$ cat src/logic/calc_pkg.sv
package calc_pkg;

    // All values wrap modulo 2^16 at this width
    localparam int DATA_W = 16;

    // Cycles from a start strobe to the matching finish pulse
    localparam int CALC_LATENCY = 16;

    // One-hot keypad operator codes
    typedef enum logic [2:0] {
        OP_ADD = 3'b001,
        OP_SUB = 3'b010,
        OP_MUL = 3'b100
    } calc_op_t;

    // Request word sent to either arithmetic unit
    typedef struct packed {
        logic [DATA_W-1:0] a;    // First operand
        logic [DATA_W-1:0] b;    // Second operand
    } operand_pair_t;

endpackage

$ cat src/logic/calc_controller.sv
module calc_controller
    import calc_pkg::*;
(
    input  logic              clk,
    input  logic              nRST,
    input  logic [3:0]        keypad_input,
    input  logic              read_input,
    input  calc_op_t          operator_input,
    input  logic              equal_input,
    output operand_pair_t     add_req,
    output logic              sub,
    output logic              add_start,
    output operand_pair_t     mul_req,
    output logic              mul_start,
    input  logic [DATA_W-1:0] add_result,
    input  logic              add_finish,
    input  logic [DATA_W-1:0] mul_result,
    input  logic              mul_finish,
    output logic              ready,
    output logic              complete,
    output logic [DATA_W-1:0] display_output
);
    typedef enum logic [2:0] {
        ENTER_A,        // First operand digits
        ENTER_B,        // Second operand digits
        SCALE,          // Operand x10 plus held digit
        DISPATCH,       // Start the selected unit
        WAIT_RESULT,
        SHOW            // Result on display, complete high
    } state_t;

    localparam logic [DATA_W-1:0] TEN = DATA_W'(10);

    state_t            state;
    state_t            next_state;
    logic              entering_b;      // Operand currently being built
    calc_op_t          op_q;            // Latched operator
    logic [DATA_W-1:0] operand_a;
    logic [DATA_W-1:0] operand_b;
    logic [DATA_W-1:0] cur_operand;
    logic [DATA_W-1:0] scaled_sum;
    logic [3:0]        digit_q;
    logic              scale_issued;    // x10 multiply already started
    logic              op_legal;
    logic              digit_take;
    logic              op_take;
    logic              eq_take;
    logic              issue_scale;
    logic              unit_finish;
    logic [DATA_W-1:0] unit_result;

    assign ready = (state == ENTER_A) || (state == ENTER_B);

    // Priority is digit, then operator, then equal
    assign op_legal    = operator_input inside {OP_ADD, OP_SUB, OP_MUL};
    assign digit_take  = ready & read_input;
    assign op_take     = ready & ~read_input & op_legal;
    assign eq_take     = (state == ENTER_B) & ~read_input & ~op_legal & equal_input;
    assign issue_scale = (state == SCALE) & ~scale_issued;

    assign cur_operand = entering_b ? operand_b : operand_a;
    assign scaled_sum  = mul_result + DATA_W'(digit_q);    // operand*10 + digit

    assign unit_finish = (op_q == OP_MUL) ? mul_finish : add_finish;
    assign unit_result = (op_q == OP_MUL) ? mul_result : add_result;

    always_comb begin
        next_state = state;
        case (state)
            ENTER_A, ENTER_B: begin
                if (digit_take) begin
                    next_state = SCALE;
                end else if (op_take) begin
                    next_state = ENTER_B;
                end else if (eq_take) begin
                    next_state = DISPATCH;
                end
            end
            SCALE: begin
                if (mul_finish) begin
                    next_state = entering_b ? ENTER_B : ENTER_A;
                end
            end
            DISPATCH: begin
                next_state = WAIT_RESULT;
            end
            WAIT_RESULT: begin
                if (unit_finish) begin
                    next_state = SHOW;
                end
            end
            SHOW: begin
                next_state = ENTER_A;
            end
            default: begin
                next_state = ENTER_A;
            end
        endcase
    end

    always_ff @(posedge clk or negedge nRST) begin
        if (!nRST) begin
            state          <= ENTER_A;
            entering_b     <= 1'b0;
            op_q           <= OP_ADD;
            operand_a      <= '0;
            operand_b      <= '0;
            scale_issued   <= 1'b0;
            add_start      <= 1'b0;
            mul_start      <= 1'b0;
            complete       <= 1'b0;
            display_output <= '0;
        end else begin
            state     <= next_state;
            add_start <= 1'b0;    // Strobes last one cycle
            mul_start <= 1'b0;
            complete  <= 1'b0;
            case (state)
                ENTER_A, ENTER_B: begin
                    if (op_take) begin
                        op_q       <= operator_input;
                        entering_b <= 1'b1;
                    end
                end
                SCALE: begin
                    if (issue_scale) begin
                        mul_start    <= 1'b1;
                        scale_issued <= 1'b1;
                    end
                    if (mul_finish) begin
                        scale_issued <= 1'b0;
                        if (entering_b) begin
                            operand_b <= scaled_sum;
                        end else begin
                            operand_a <= scaled_sum;
                        end
                    end
                end
                DISPATCH: begin
                    if (op_q == OP_MUL) begin
                        mul_start <= 1'b1;
                    end else begin
                        add_start <= 1'b1;
                    end
                end
                WAIT_RESULT: begin
                    if (unit_finish) begin
                        display_output <= unit_result;
                        complete       <= 1'b1;
                    end
                end
                SHOW: begin
                    operand_a  <= '0;    // Fresh calculation afterwards
                    operand_b  <= '0;
                    entering_b <= 1'b0;
                end
                default: begin
                end
            endcase
        end
    end

    // Request words are loaded with their start strobe and held
    // until the unit finishes
    always_ff @(posedge clk) begin
        if (digit_take) begin
            digit_q <= keypad_input;
        end
        if (issue_scale) begin
            mul_req <= '{a: cur_operand, b: TEN};
        end
        if (state == DISPATCH) begin
            add_req <= '{a: operand_a, b: operand_b};
            mul_req <= '{a: operand_a, b: operand_b};
            sub     <= (op_q == OP_SUB);
        end
    end

endmodule

$ cat src/logic/calculator_top.sv
module calculator_top
    import calc_pkg::*;
(
    input  logic              clk,
    input  logic              nRST,
    input  logic [3:0]        keypad_input,
    input  logic              read_input,
    input  logic [2:0]        operator_input,    // Only one-hot codes are accepted
    input  logic              equal_input,
    output logic              ready,
    output logic              complete,
    output logic [DATA_W-1:0] display_output
);
    operand_pair_t     add_req;
    operand_pair_t     mul_req;
    logic              sub;
    logic              add_start;
    logic              add_finish;
    logic              mul_start;
    logic              mul_finish;
    logic [DATA_W-1:0] add_result;
    logic [DATA_W-1:0] mul_result;

    calc_controller ctrl0 (
        .clk            (clk),
        .nRST           (nRST),
        .keypad_input   (keypad_input),
        .read_input     (read_input),
        .operator_input (calc_op_t'(operator_input)),
        .equal_input    (equal_input),
        .add_req        (add_req),
        .sub            (sub),
        .add_start      (add_start),
        .mul_req        (mul_req),
        .mul_start      (mul_start),
        .add_result     (add_result),
        .add_finish     (add_finish),
        .mul_result     (mul_result),
        .mul_finish     (mul_finish),
        .ready          (ready),
        .complete       (complete),
        .display_output (display_output)
    );

    serial_add_sub add0 (
        .clk    (clk),
        .nRST   (nRST),
        .req    (add_req),
        .sub    (sub),
        .start  (add_start),
        .result (add_result),
        .finish (add_finish)
    );

    // Also does the x10 step of digit entry
    shift_add_multiplier mul0 (
        .clk    (clk),
        .nRST   (nRST),
        .req    (mul_req),
        .start  (mul_start),
        .result (mul_result),
        .finish (mul_finish)
    );

endmodule

$ cat src/logic/serial_add_sub.sv
module serial_add_sub
    import calc_pkg::*;
(
    input  logic              clk,
    input  logic              nRST,
    input  operand_pair_t     req,
    input  logic              sub,
    input  logic              start,
    output logic [DATA_W-1:0] result,
    output logic              finish
);
    localparam int CNT_W = $clog2(CALC_LATENCY);
    localparam logic [CNT_W-1:0] LAST_BIT = CNT_W'(CALC_LATENCY - 1);

    logic              busy;
    logic [CNT_W-1:0]  bit_cnt;     // Index of the bit pair being summed
    logic              carry;
    logic [DATA_W-1:0] a_sh;
    logic [DATA_W-1:0] b_sh;
    logic [DATA_W-1:0] sum_sh;
    logic [DATA_W-1:0] op_a;
    logic [DATA_W-1:0] op_b;
    logic              cin;
    logic              sum_bit;
    logic              cout;
    logic              step;

    assign step = busy | start;    // Start is ignored while busy

    // Bit 0 is taken straight from the request in the start cycle,
    // later bits come out of the shift registers
    always_comb begin
        if (busy) begin
            op_a = a_sh;
            op_b = b_sh;
            cin  = carry;
        end else begin
            op_a = req.a;
            op_b = sub ? ~req.b : req.b;    // Two's complement via inverted b
            cin  = sub;                     // Plus one for subtraction
        end
    end

    assign sum_bit = op_a[0] ^ op_b[0] ^ cin;
    assign cout    = (op_a[0] & op_b[0]) | (cin & (op_a[0] ^ op_b[0]));

    always_ff @(posedge clk or negedge nRST) begin
        if (!nRST) begin
            busy    <= 1'b0;
            bit_cnt <= '0;
            carry   <= 1'b0;
            finish  <= 1'b0;
        end else begin
            finish <= 1'b0;
            if (step) begin
                carry <= cout;
                if (bit_cnt == LAST_BIT) begin
                    busy    <= 1'b0;
                    bit_cnt <= '0;
                    finish  <= 1'b1;    // Sum complete next cycle
                end else begin
                    busy    <= 1'b1;
                    bit_cnt <= bit_cnt + 1'b1;
                end
            end
        end
    end

    always_ff @(posedge clk) begin
        if (step) begin
            a_sh   <= op_a >> 1;
            b_sh   <= op_b >> 1;
            sum_sh <= {sum_bit, sum_sh[DATA_W-1:1]};    // LSB first, enters at top
        end
    end

    assign result = sum_sh;

endmodule

$ cat src/logic/shift_add_multiplier.sv
module shift_add_multiplier
    import calc_pkg::*;
(
    input  logic              clk,
    input  logic              nRST,
    input  operand_pair_t     req,
    input  logic              start,
    output logic [DATA_W-1:0] result,
    output logic              finish
);
    localparam int CNT_W = $clog2(CALC_LATENCY);
    localparam logic [CNT_W-1:0] LAST_STEP = CNT_W'(CALC_LATENCY - 1);

    logic              busy;
    logic [CNT_W-1:0]  step_cnt;
    logic [DATA_W-1:0] mcand;       // Multiplicand, shifts left
    logic [DATA_W-1:0] mplier;      // Multiplier, shifts right
    logic [DATA_W-1:0] acc;
    logic [DATA_W-1:0] op_mcand;
    logic [DATA_W-1:0] op_mplier;
    logic [DATA_W-1:0] op_acc;
    logic [DATA_W-1:0] partial;
    logic              step;

    assign step = busy | start;

    // First step runs on the request in the start cycle
    always_comb begin
        if (busy) begin
            op_mcand  = mcand;
            op_mplier = mplier;
            op_acc    = acc;
        end else begin
            op_mcand  = req.a;
            op_mplier = req.b;
            op_acc    = '0;
        end
    end

    assign partial = op_mplier[0] ? op_mcand : '0;

    always_ff @(posedge clk or negedge nRST) begin
        if (!nRST) begin
            busy     <= 1'b0;
            step_cnt <= '0;
            finish   <= 1'b0;
        end else begin
            finish <= 1'b0;
            if (step) begin
                if (step_cnt == LAST_STEP) begin
                    busy     <= 1'b0;
                    step_cnt <= '0;
                    finish   <= 1'b1;
                end else begin
                    busy     <= 1'b1;
                    step_cnt <= step_cnt + 1'b1;
                end
            end
        end
    end

    // Only the low half of the product is kept, so the upper
    // multiplicand bits simply fall off the top
    always_ff @(posedge clk) begin
        if (step) begin
            acc    <= op_acc + partial;
            mcand  <= op_mcand << 1;
            mplier <= op_mplier >> 1;
        end
    end

    assign result = acc;

endmodule

$ cat config.mk
export PLATFORM = sky130hd
export DESIGN_NAME = calculator_top
export DESIGN_NICKNAME = d
export VERILOG_FILES = /design/src/logic/calc_pkg.sv /design/src/logic/calc_controller.sv /design/src/logic/calculator_top.sv /design/src/logic/serial_add_sub.sv /design/src/logic/shift_add_multiplier.sv
export SDC_FILE = /design/constraint.sdc
export NUM_CORES = 1
export LEC_CHECK = 0
export BUFFER_PORTS_ARGS = -buffer_cell sky130_fd_sc_hd__buf_2
export CORE_MARGIN = 2
export CORE_UTILIZATION = 60
export CTS_BUF_LIST = sky130_fd_sc_hd__clkbuf_8
export CTS_CLUSTER_SIZE = 28
export DETAILED_ROUTE_END_ITERATION = 10
export PLACE_DENSITY_LB_ADDON = 0.15
export SYNTH_ARGS = -nofsm -noshare
export SYNTH_HDL_FRONTEND = slang
export SYNTH_SLANG_ARGS = --single-unit
$ cat constraint.sdc
create_clock -name clk -period 7.14 [get_ports clk]
set_input_delay 0 -clock clk [delete_from_list [all_inputs] [get_ports clk]]
set_output_delay 0 -clock clk [all_outputs]
set_load 0.005 [all_outputs]
After elaboration in Yosys (flattened, before gate mapping):

Index checks and enable logic that the tools add are counted.

* muxes and demuxes: 45
* reduce and logical (&&, ||, !) cells: 15
* add/sub/neg operators: 4
* bitwise gates (word level): 18
* equal/unequal tests: 18

Operators by type and width (number)
* 16-bit two-way mux: 10
* 32-bit two-way mux: 2
* 16-bit one-hot mux with 2 select lines: 2
* 15-bit two-way mux: 3
* 1-bit two-way mux: 18
* 16-bit adder: 1
* 16-bit by 4-bit adder with 16-bit output: 1
* 16-bit inverter: 1
* 3-bit two-way mux: 5
* 3-bit by 2-bit == test with 1-bit output (second input constant): 4
* 3-bit == test (second input constant): 4
* 3-bit one-hot mux with 4 select lines: 1
* 1-bit AND: 9
* 3-bit AND reduction: 3
* 4-bit by 1-bit adder with 4-bit output (second input constant): 2
* 4-bit == test (second input constant): 2
* 4-bit two-way mux: 2
* 2-bit by 1-bit inequality test with 1-bit output (second input constant): 4
* 2-bit AND reduction: 4
* 2-bit nonzero test: 4
* 3-bit by 1-bit == test with 1-bit output (second input constant): 2
* 4-bit by 1-bit inequality test with 1-bit output (second input constant): 1
* 1-bit one-hot mux with 2 select lines: 2
* 3-bit logical NOT: 1
* 7 further kinds: 12

* logic and storage cells: 132
* output and inout bits: 18
* register bits after elaboration: 233
* input port bits: 11

Longest topological paths before layout:

* depth in word-level cells: 9
* depth in mapped cells: 11
* depth with buffers taken out: 10

By module:

Synthesis repeated with hierarchy kept, for this count alone.

* cell total of the unflattened synthesis: 791
* area total of the unflattened synthesis: 10628.9 um^2

By module, submodules not included
* calc_controller: sequential area each 3549.7 um^2, cells each 403, times used 1, area each 5308.8 um^2
* shift_add_multiplier: sequential area each 1531.5 um^2, cells each 246, times used 1, area each 3005.4 um^2
* serial_add_sub: sequential area each 1556.5 um^2, cells each 142, times used 1, area each 2314.7 um^2

Least setup slack after synthesis:

OpenSTA, ideal clock, no wires.

* path kind: reg2reg
* from: register mul0.busy
* to: register mul0.acc[14] (netlist: mul0.result[14]), data pin
* period minus slack after synthesis: 2.824 ns
* slack: 4.316 ns
* setup time: 0.265 ns
* stages on the path, launching flop included: 12
* data required time: 6.875 ns
* arrival: 2.558 ns
* buffers on the path: 2
* path through: dfrtp_1 buf_1 clkbuf_1 and2_1 ha_1 inv_1 fa_1 nand2b_1 a21oi_1 o2111ai_1 a41oi_1 xor2_1

* word-level cells in the longest chain between the ends: 3
* elaborated cells on any way between the ends: 5
* those cells by class: 1 x add/sub; 4 x mux

RTL lines
* start, declared: RTL line shift_add_multiplier.sv:14 `logic busy;`
* start signal, assigned: RTL line shift_add_multiplier.sv:44 `busy <= 1'b0;`
* start signal, assigned: RTL line shift_add_multiplier.sv:51 `busy <= 1'b0;`
* start signal, assigned: RTL line shift_add_multiplier.sv:55 `busy <= 1'b1;`
* 16-bit two-way mux or 15-bit two-way mux (tied branches): RTL line shift_add_multiplier.sv:29 `if (busy) begin`
* 16-bit two-way mux: RTL line shift_add_multiplier.sv:40 `assign partial = op_mplier[0] ? op_mcand : '0;`
* 16-bit adder (*): RTL line shift_add_multiplier.sv:66 `acc <= op_acc + partial;`
* end signal, assigned: RTL line shift_add_multiplier.sv:66
* end, declared: RTL line shift_add_multiplier.sv:18 `logic [DATA_W-1:0] acc;`

Mark *: on every way between the ends. The rest lies on a longest branch, timed or not.
A chain may end at the register's enable or synchronous reset.

Final worst setup path:

* from: register mul0.busy
* to: register mul0.acc[13] (netlist: mul0.result[13]), data pin

The elaborated chain is that of the path after synthesis.

==> impl_metrics.json <==
{
  "status": "complete, no violations",
  "htreeDepth": 2,
  "peakVddDrop_v": 0.000278,
  "cts_tree": "done",
  "syn_avg_cell_area_sq_um": 13.5,
  "io-pin-count": 29,
  "cts_buffers": 38,
  "synthTopCellsByCount": "161 x edfxtp_1, 71 x dfrtp_1, 64 x mux2_2",
  "cp-end-kind": "register",
  "crit_slowest_cell": "a21oi_1",
  "clk_latency_ns": 0.54,
  "vias": 6269,
  "yosysSeqAreaShare_pct": 63.5,
  "area_growth_pct": 10.6,
  "fin_cells": 1078,
  "drc": 0,
  "drt_wl_total_microns": 20300,
  "min_path_type": "primary input to register",
  "fin_crit_ns": 3.69,
  "globalplace.congestion": 0.903,
  "finClkSkew_ns": 0.0192,
  "initial_core_util_pct": 60.8,
  "setup_viol": 0,
  "ys_types": 62,
  "fin_crit_sh_pct": 51.7,
  "num_antenna_cells": 0,
  "viasPerCell": 5.82,
  "synth_area_leaders": "edfxtp_1 46%, dfrtp_1 17%, mux2_2 6.9%",
  "p_comb_share_pct": 34.5,
  "cts_max_path_buffers": 3,
  "worstPathArrival_ns": 3.95,
  "grt_max_degree": 73,
  "synth_area_sq_um": 10400,
  "std_cell_rows": 48,
  "synth_top_family_by_area": "simple AND/OR/NAND/NOR gates",
  "yosys.area_share.simple_pct": 10.0,
  "p_switching_mw": 1.95,
  "avgRoutedWirePerCell_microns": 18.8,
  "synth_fp_nets": 810,
  "internal_power_mw": 3.58,
  "dieWidth_microns": 136,
  "critPathMaxFanout": 49,
  "required_ns": 7.40,
  "synth_compound_area_share_pct": 8.04,
  "dpl.cell_count": 999,
  "path_buf_inv": 2,
  "p_per_area_nw_per_um2": 478,
  "fill_cells": 1277,
  "core_region_area_sq_um": 17200,
  "pwr-share-seq_pct": 45.6,
  "cts_root_buf": "clkbuf_8",
  "track_usage_pct": 23.2,
  "drtAntennaViolNets": 0,
  "synthMuxAreaShare_pct": 9.25,
  "yosysTopAreaCell": "edfxtp_1",
  "die_h_microns": 136,
  "slew_headroom_pct": 17.1,
  "synthXorXnorAreaFrac_pct": 3.77,
  "grt_first_pass_wirelength_microns": 33100,
  "cp_top_family": "compound AO/OA/AOI/OAI gates",
  "synth_most_common_cell": "edfxtp_1",
  "critical_path.startpoint_type": "register",
  "nNetsFinal": 858,
  "port_buffers": 28,
  "first_pass_iters": 5,
  "netlist.area_leader.share_pct": 46.3,
  "drt_iter0_drc": 396,
  "drv_cap": 0,
  "antenna_found_initial": 0,
  "p_sw_share_pct": 35.2,
  "ys_seq_elements": 233,
  "pwr-share-clk_pct": 19.8,
  "clk_pin_slew_ns": 0.06,
  "postSynthCellCount": 775,
  "whs_ns": 0.0423,
  "rsz0062_at_grt": "no",
  "yosysWarnings": 0,
  "maxSlewViolCount": 0,
  "cp_slowest_stage_delay_ns": 0.77,
  "tightestPinTransition_ns": 1.24,
  "grt_overflow": 0,
  "p_leak_nw": 4.67,
  "die_area_sq_um": 18500,
  "setup-tns-final_ns": 0,
  "cts_sinks": 233,
  "max_freq_ghz": 0.271,
  "synth_edf_count": 161,
  "synth_fa_ha_area_share_pct": 3.09,
  "dpl.hpwl_microns": 13300,
  "yosys_most_used_dff": "edfxtp_1",
  "critical_path_class": "register to register",
  "final_layout_size_suffix_gt1_share_pct": 20.0,
  "grt_pass1_vias": 6331,
  "crit_chain": "buf_4, nor2b_1, a21oi_1, nand2b_1, inv_1, ha_1, a211oi_1, o21a_1, nor3_1, nor4_1, a311oi_1",
  "synthArstFlopShare_pct": 30.9,
  "finalHoldViolations": 0
}
[state kept, by name, summed over array words and instances (netlist names), 3 cells and up]
register,count
ctrl0.state,3
ctrl0.digit_q,4
ctrl0.display_output,16
mul0.mcand,15
ctrl0.operand_b,16
mul0.result,16
ctrl0.mul_req,32
mul0.step_cnt,4
ctrl0.op_q,3
ctrl0.add_req,32
add0.result,16
add0.b_sh,15
ctrl0.operand_a,16
add0.a_sh,15
add0.bit_cnt,4
mul0.mplier,15
[worst paths after layout]
| path | startpoint | endpoint | slack, ns | cells after the start |
|---|---|---|---|---|
| worst min-delay path | operator_input[2] | ctrl0.entering_b$_DFFE_PN0P_ | 0.04 | 5 |
| worst min register to register | add0.result[2]$_DFFE_PN_ | add0.result[1]$_DFFE_PN_ | 0.45 | 0 |
| min in group asynchronous | nRST | mul0.step_cnt[0]$_DFFE_PN0N_ | 0.23 | 3 |
| worst max-delay path | mul0.busy$_DFFE_PN0N_ | mul0.result[13]$_DFFE_PN_ | 3.45 | 11 |
| max in group asynchronous | nRST | ctrl0.operand_b[10]$_DFFE_PN0P_ | 6.31 | 3 |
| worst max register to register | mul0.busy$_DFFE_PN0N_ | mul0.result[13]$_DFFE_PN_ | 3.45 | 11 |
[cell families (layout without fill, tap and decap cells)]
| family | Yosys count | in the layout |
|---|---|---|
| simple gates | 193 | 193 |
| mux | 88 | 88 |
| compound gates | 146 | 146 |
| fa+ha+maj | 24 | 24 |
| buf+inv | 46 | 124 |
| flops | 233 | 233 |
| xor+xnor | 45 | 45 |
[power groups by stage]
stage               logic, mW  registers (mW)  clock network, mW
detailed placement       1.88            2.54                  0
global route             2.11            2.58               1.17
finish                   1.91            2.52               1.10
floorplan                1.49            2.39                  0
global placement         1.80            2.52                  0
CTS                      1.91            2.52               1.11
[cell usage in the layout, fill, tap and decap left out, drive strengths merged, types with 2 or more instances in the layout]
master       count
a211oi           5
a21o             5
a21oi           62
a31o             2
a31oi            2
and2            19
and3            16
buf             33
clkbuf          45
clkinv           6
clkinvlp         2
dfrtp           71
dlygate4sd3      9
edfxtp         161
fa               3
ha              21
inv             29
mux2            65
mux2i           23
nand2           52
nand2b           7
nand3           13
nand4            3
nor2            42
nor2b           22
nor3             5
nor3b            5
nor4b            2
o2111ai          2
o211ai           3
o21a             4
o21ai           52
o31ai            3
or3              2
xnor2           40
xor2             5
[what timing repair did]
item,CTS,global route
endpoints found under the hold margin,85,0
hold buffers,9,0
gates resized for setup,0,0
buffers inserted,0,0
[worst register-to-register path, delay by kind of cell, from the launching register on]
kind	cells	cell delay, ns
AO/OA/AOI/OAI	4	1.47
adder cells (fa/ha/maj)	1	0.31
buffers and inverters	2	0.51
flip-flops	1	0.33
AND/OR/NAND/NOR	4	0.79
[layout make-up]
type                    instances  area, sq um  share of cell area (%)
well taps                     225          282                    2.44
clock buffers                  45          619                    5.36
multi-input cells             496         3590                    31.1
clock inverters                25          110                   0.953
flip-flops and latches        233         6640                    57.5
repair buffers                 42          268                    2.32
inverters                      12         45.0                   0.390
[routing by layer]
layer | vias to the layer above | wire length (microns) | global-route usage, %
met3 | 55 | 1240 | 4.85
met5 | - | 0 | 0
met1 | 3081 | 8910 | 32.5
li1 | 2937 | - | -
met2 | 196 | 9620 | 36.9
met4 | 0 | 510 | 7.35
[metrics by stage]
stage               worst slack [ns]  util (%)  total power, mW  cell area, sq um
floorplan                       4.32         -             3.88             10400
global placement                3.67      62.5             4.31             10700
detailed placement              3.49      62.5             4.42             10700
CTS                             3.46      67.2             5.54             11500
global route                    3.09      67.2             5.86             11500
finish                          3.45      67.2             5.52             11500
No activity file was read; power rests on OpenSTA's default activity.
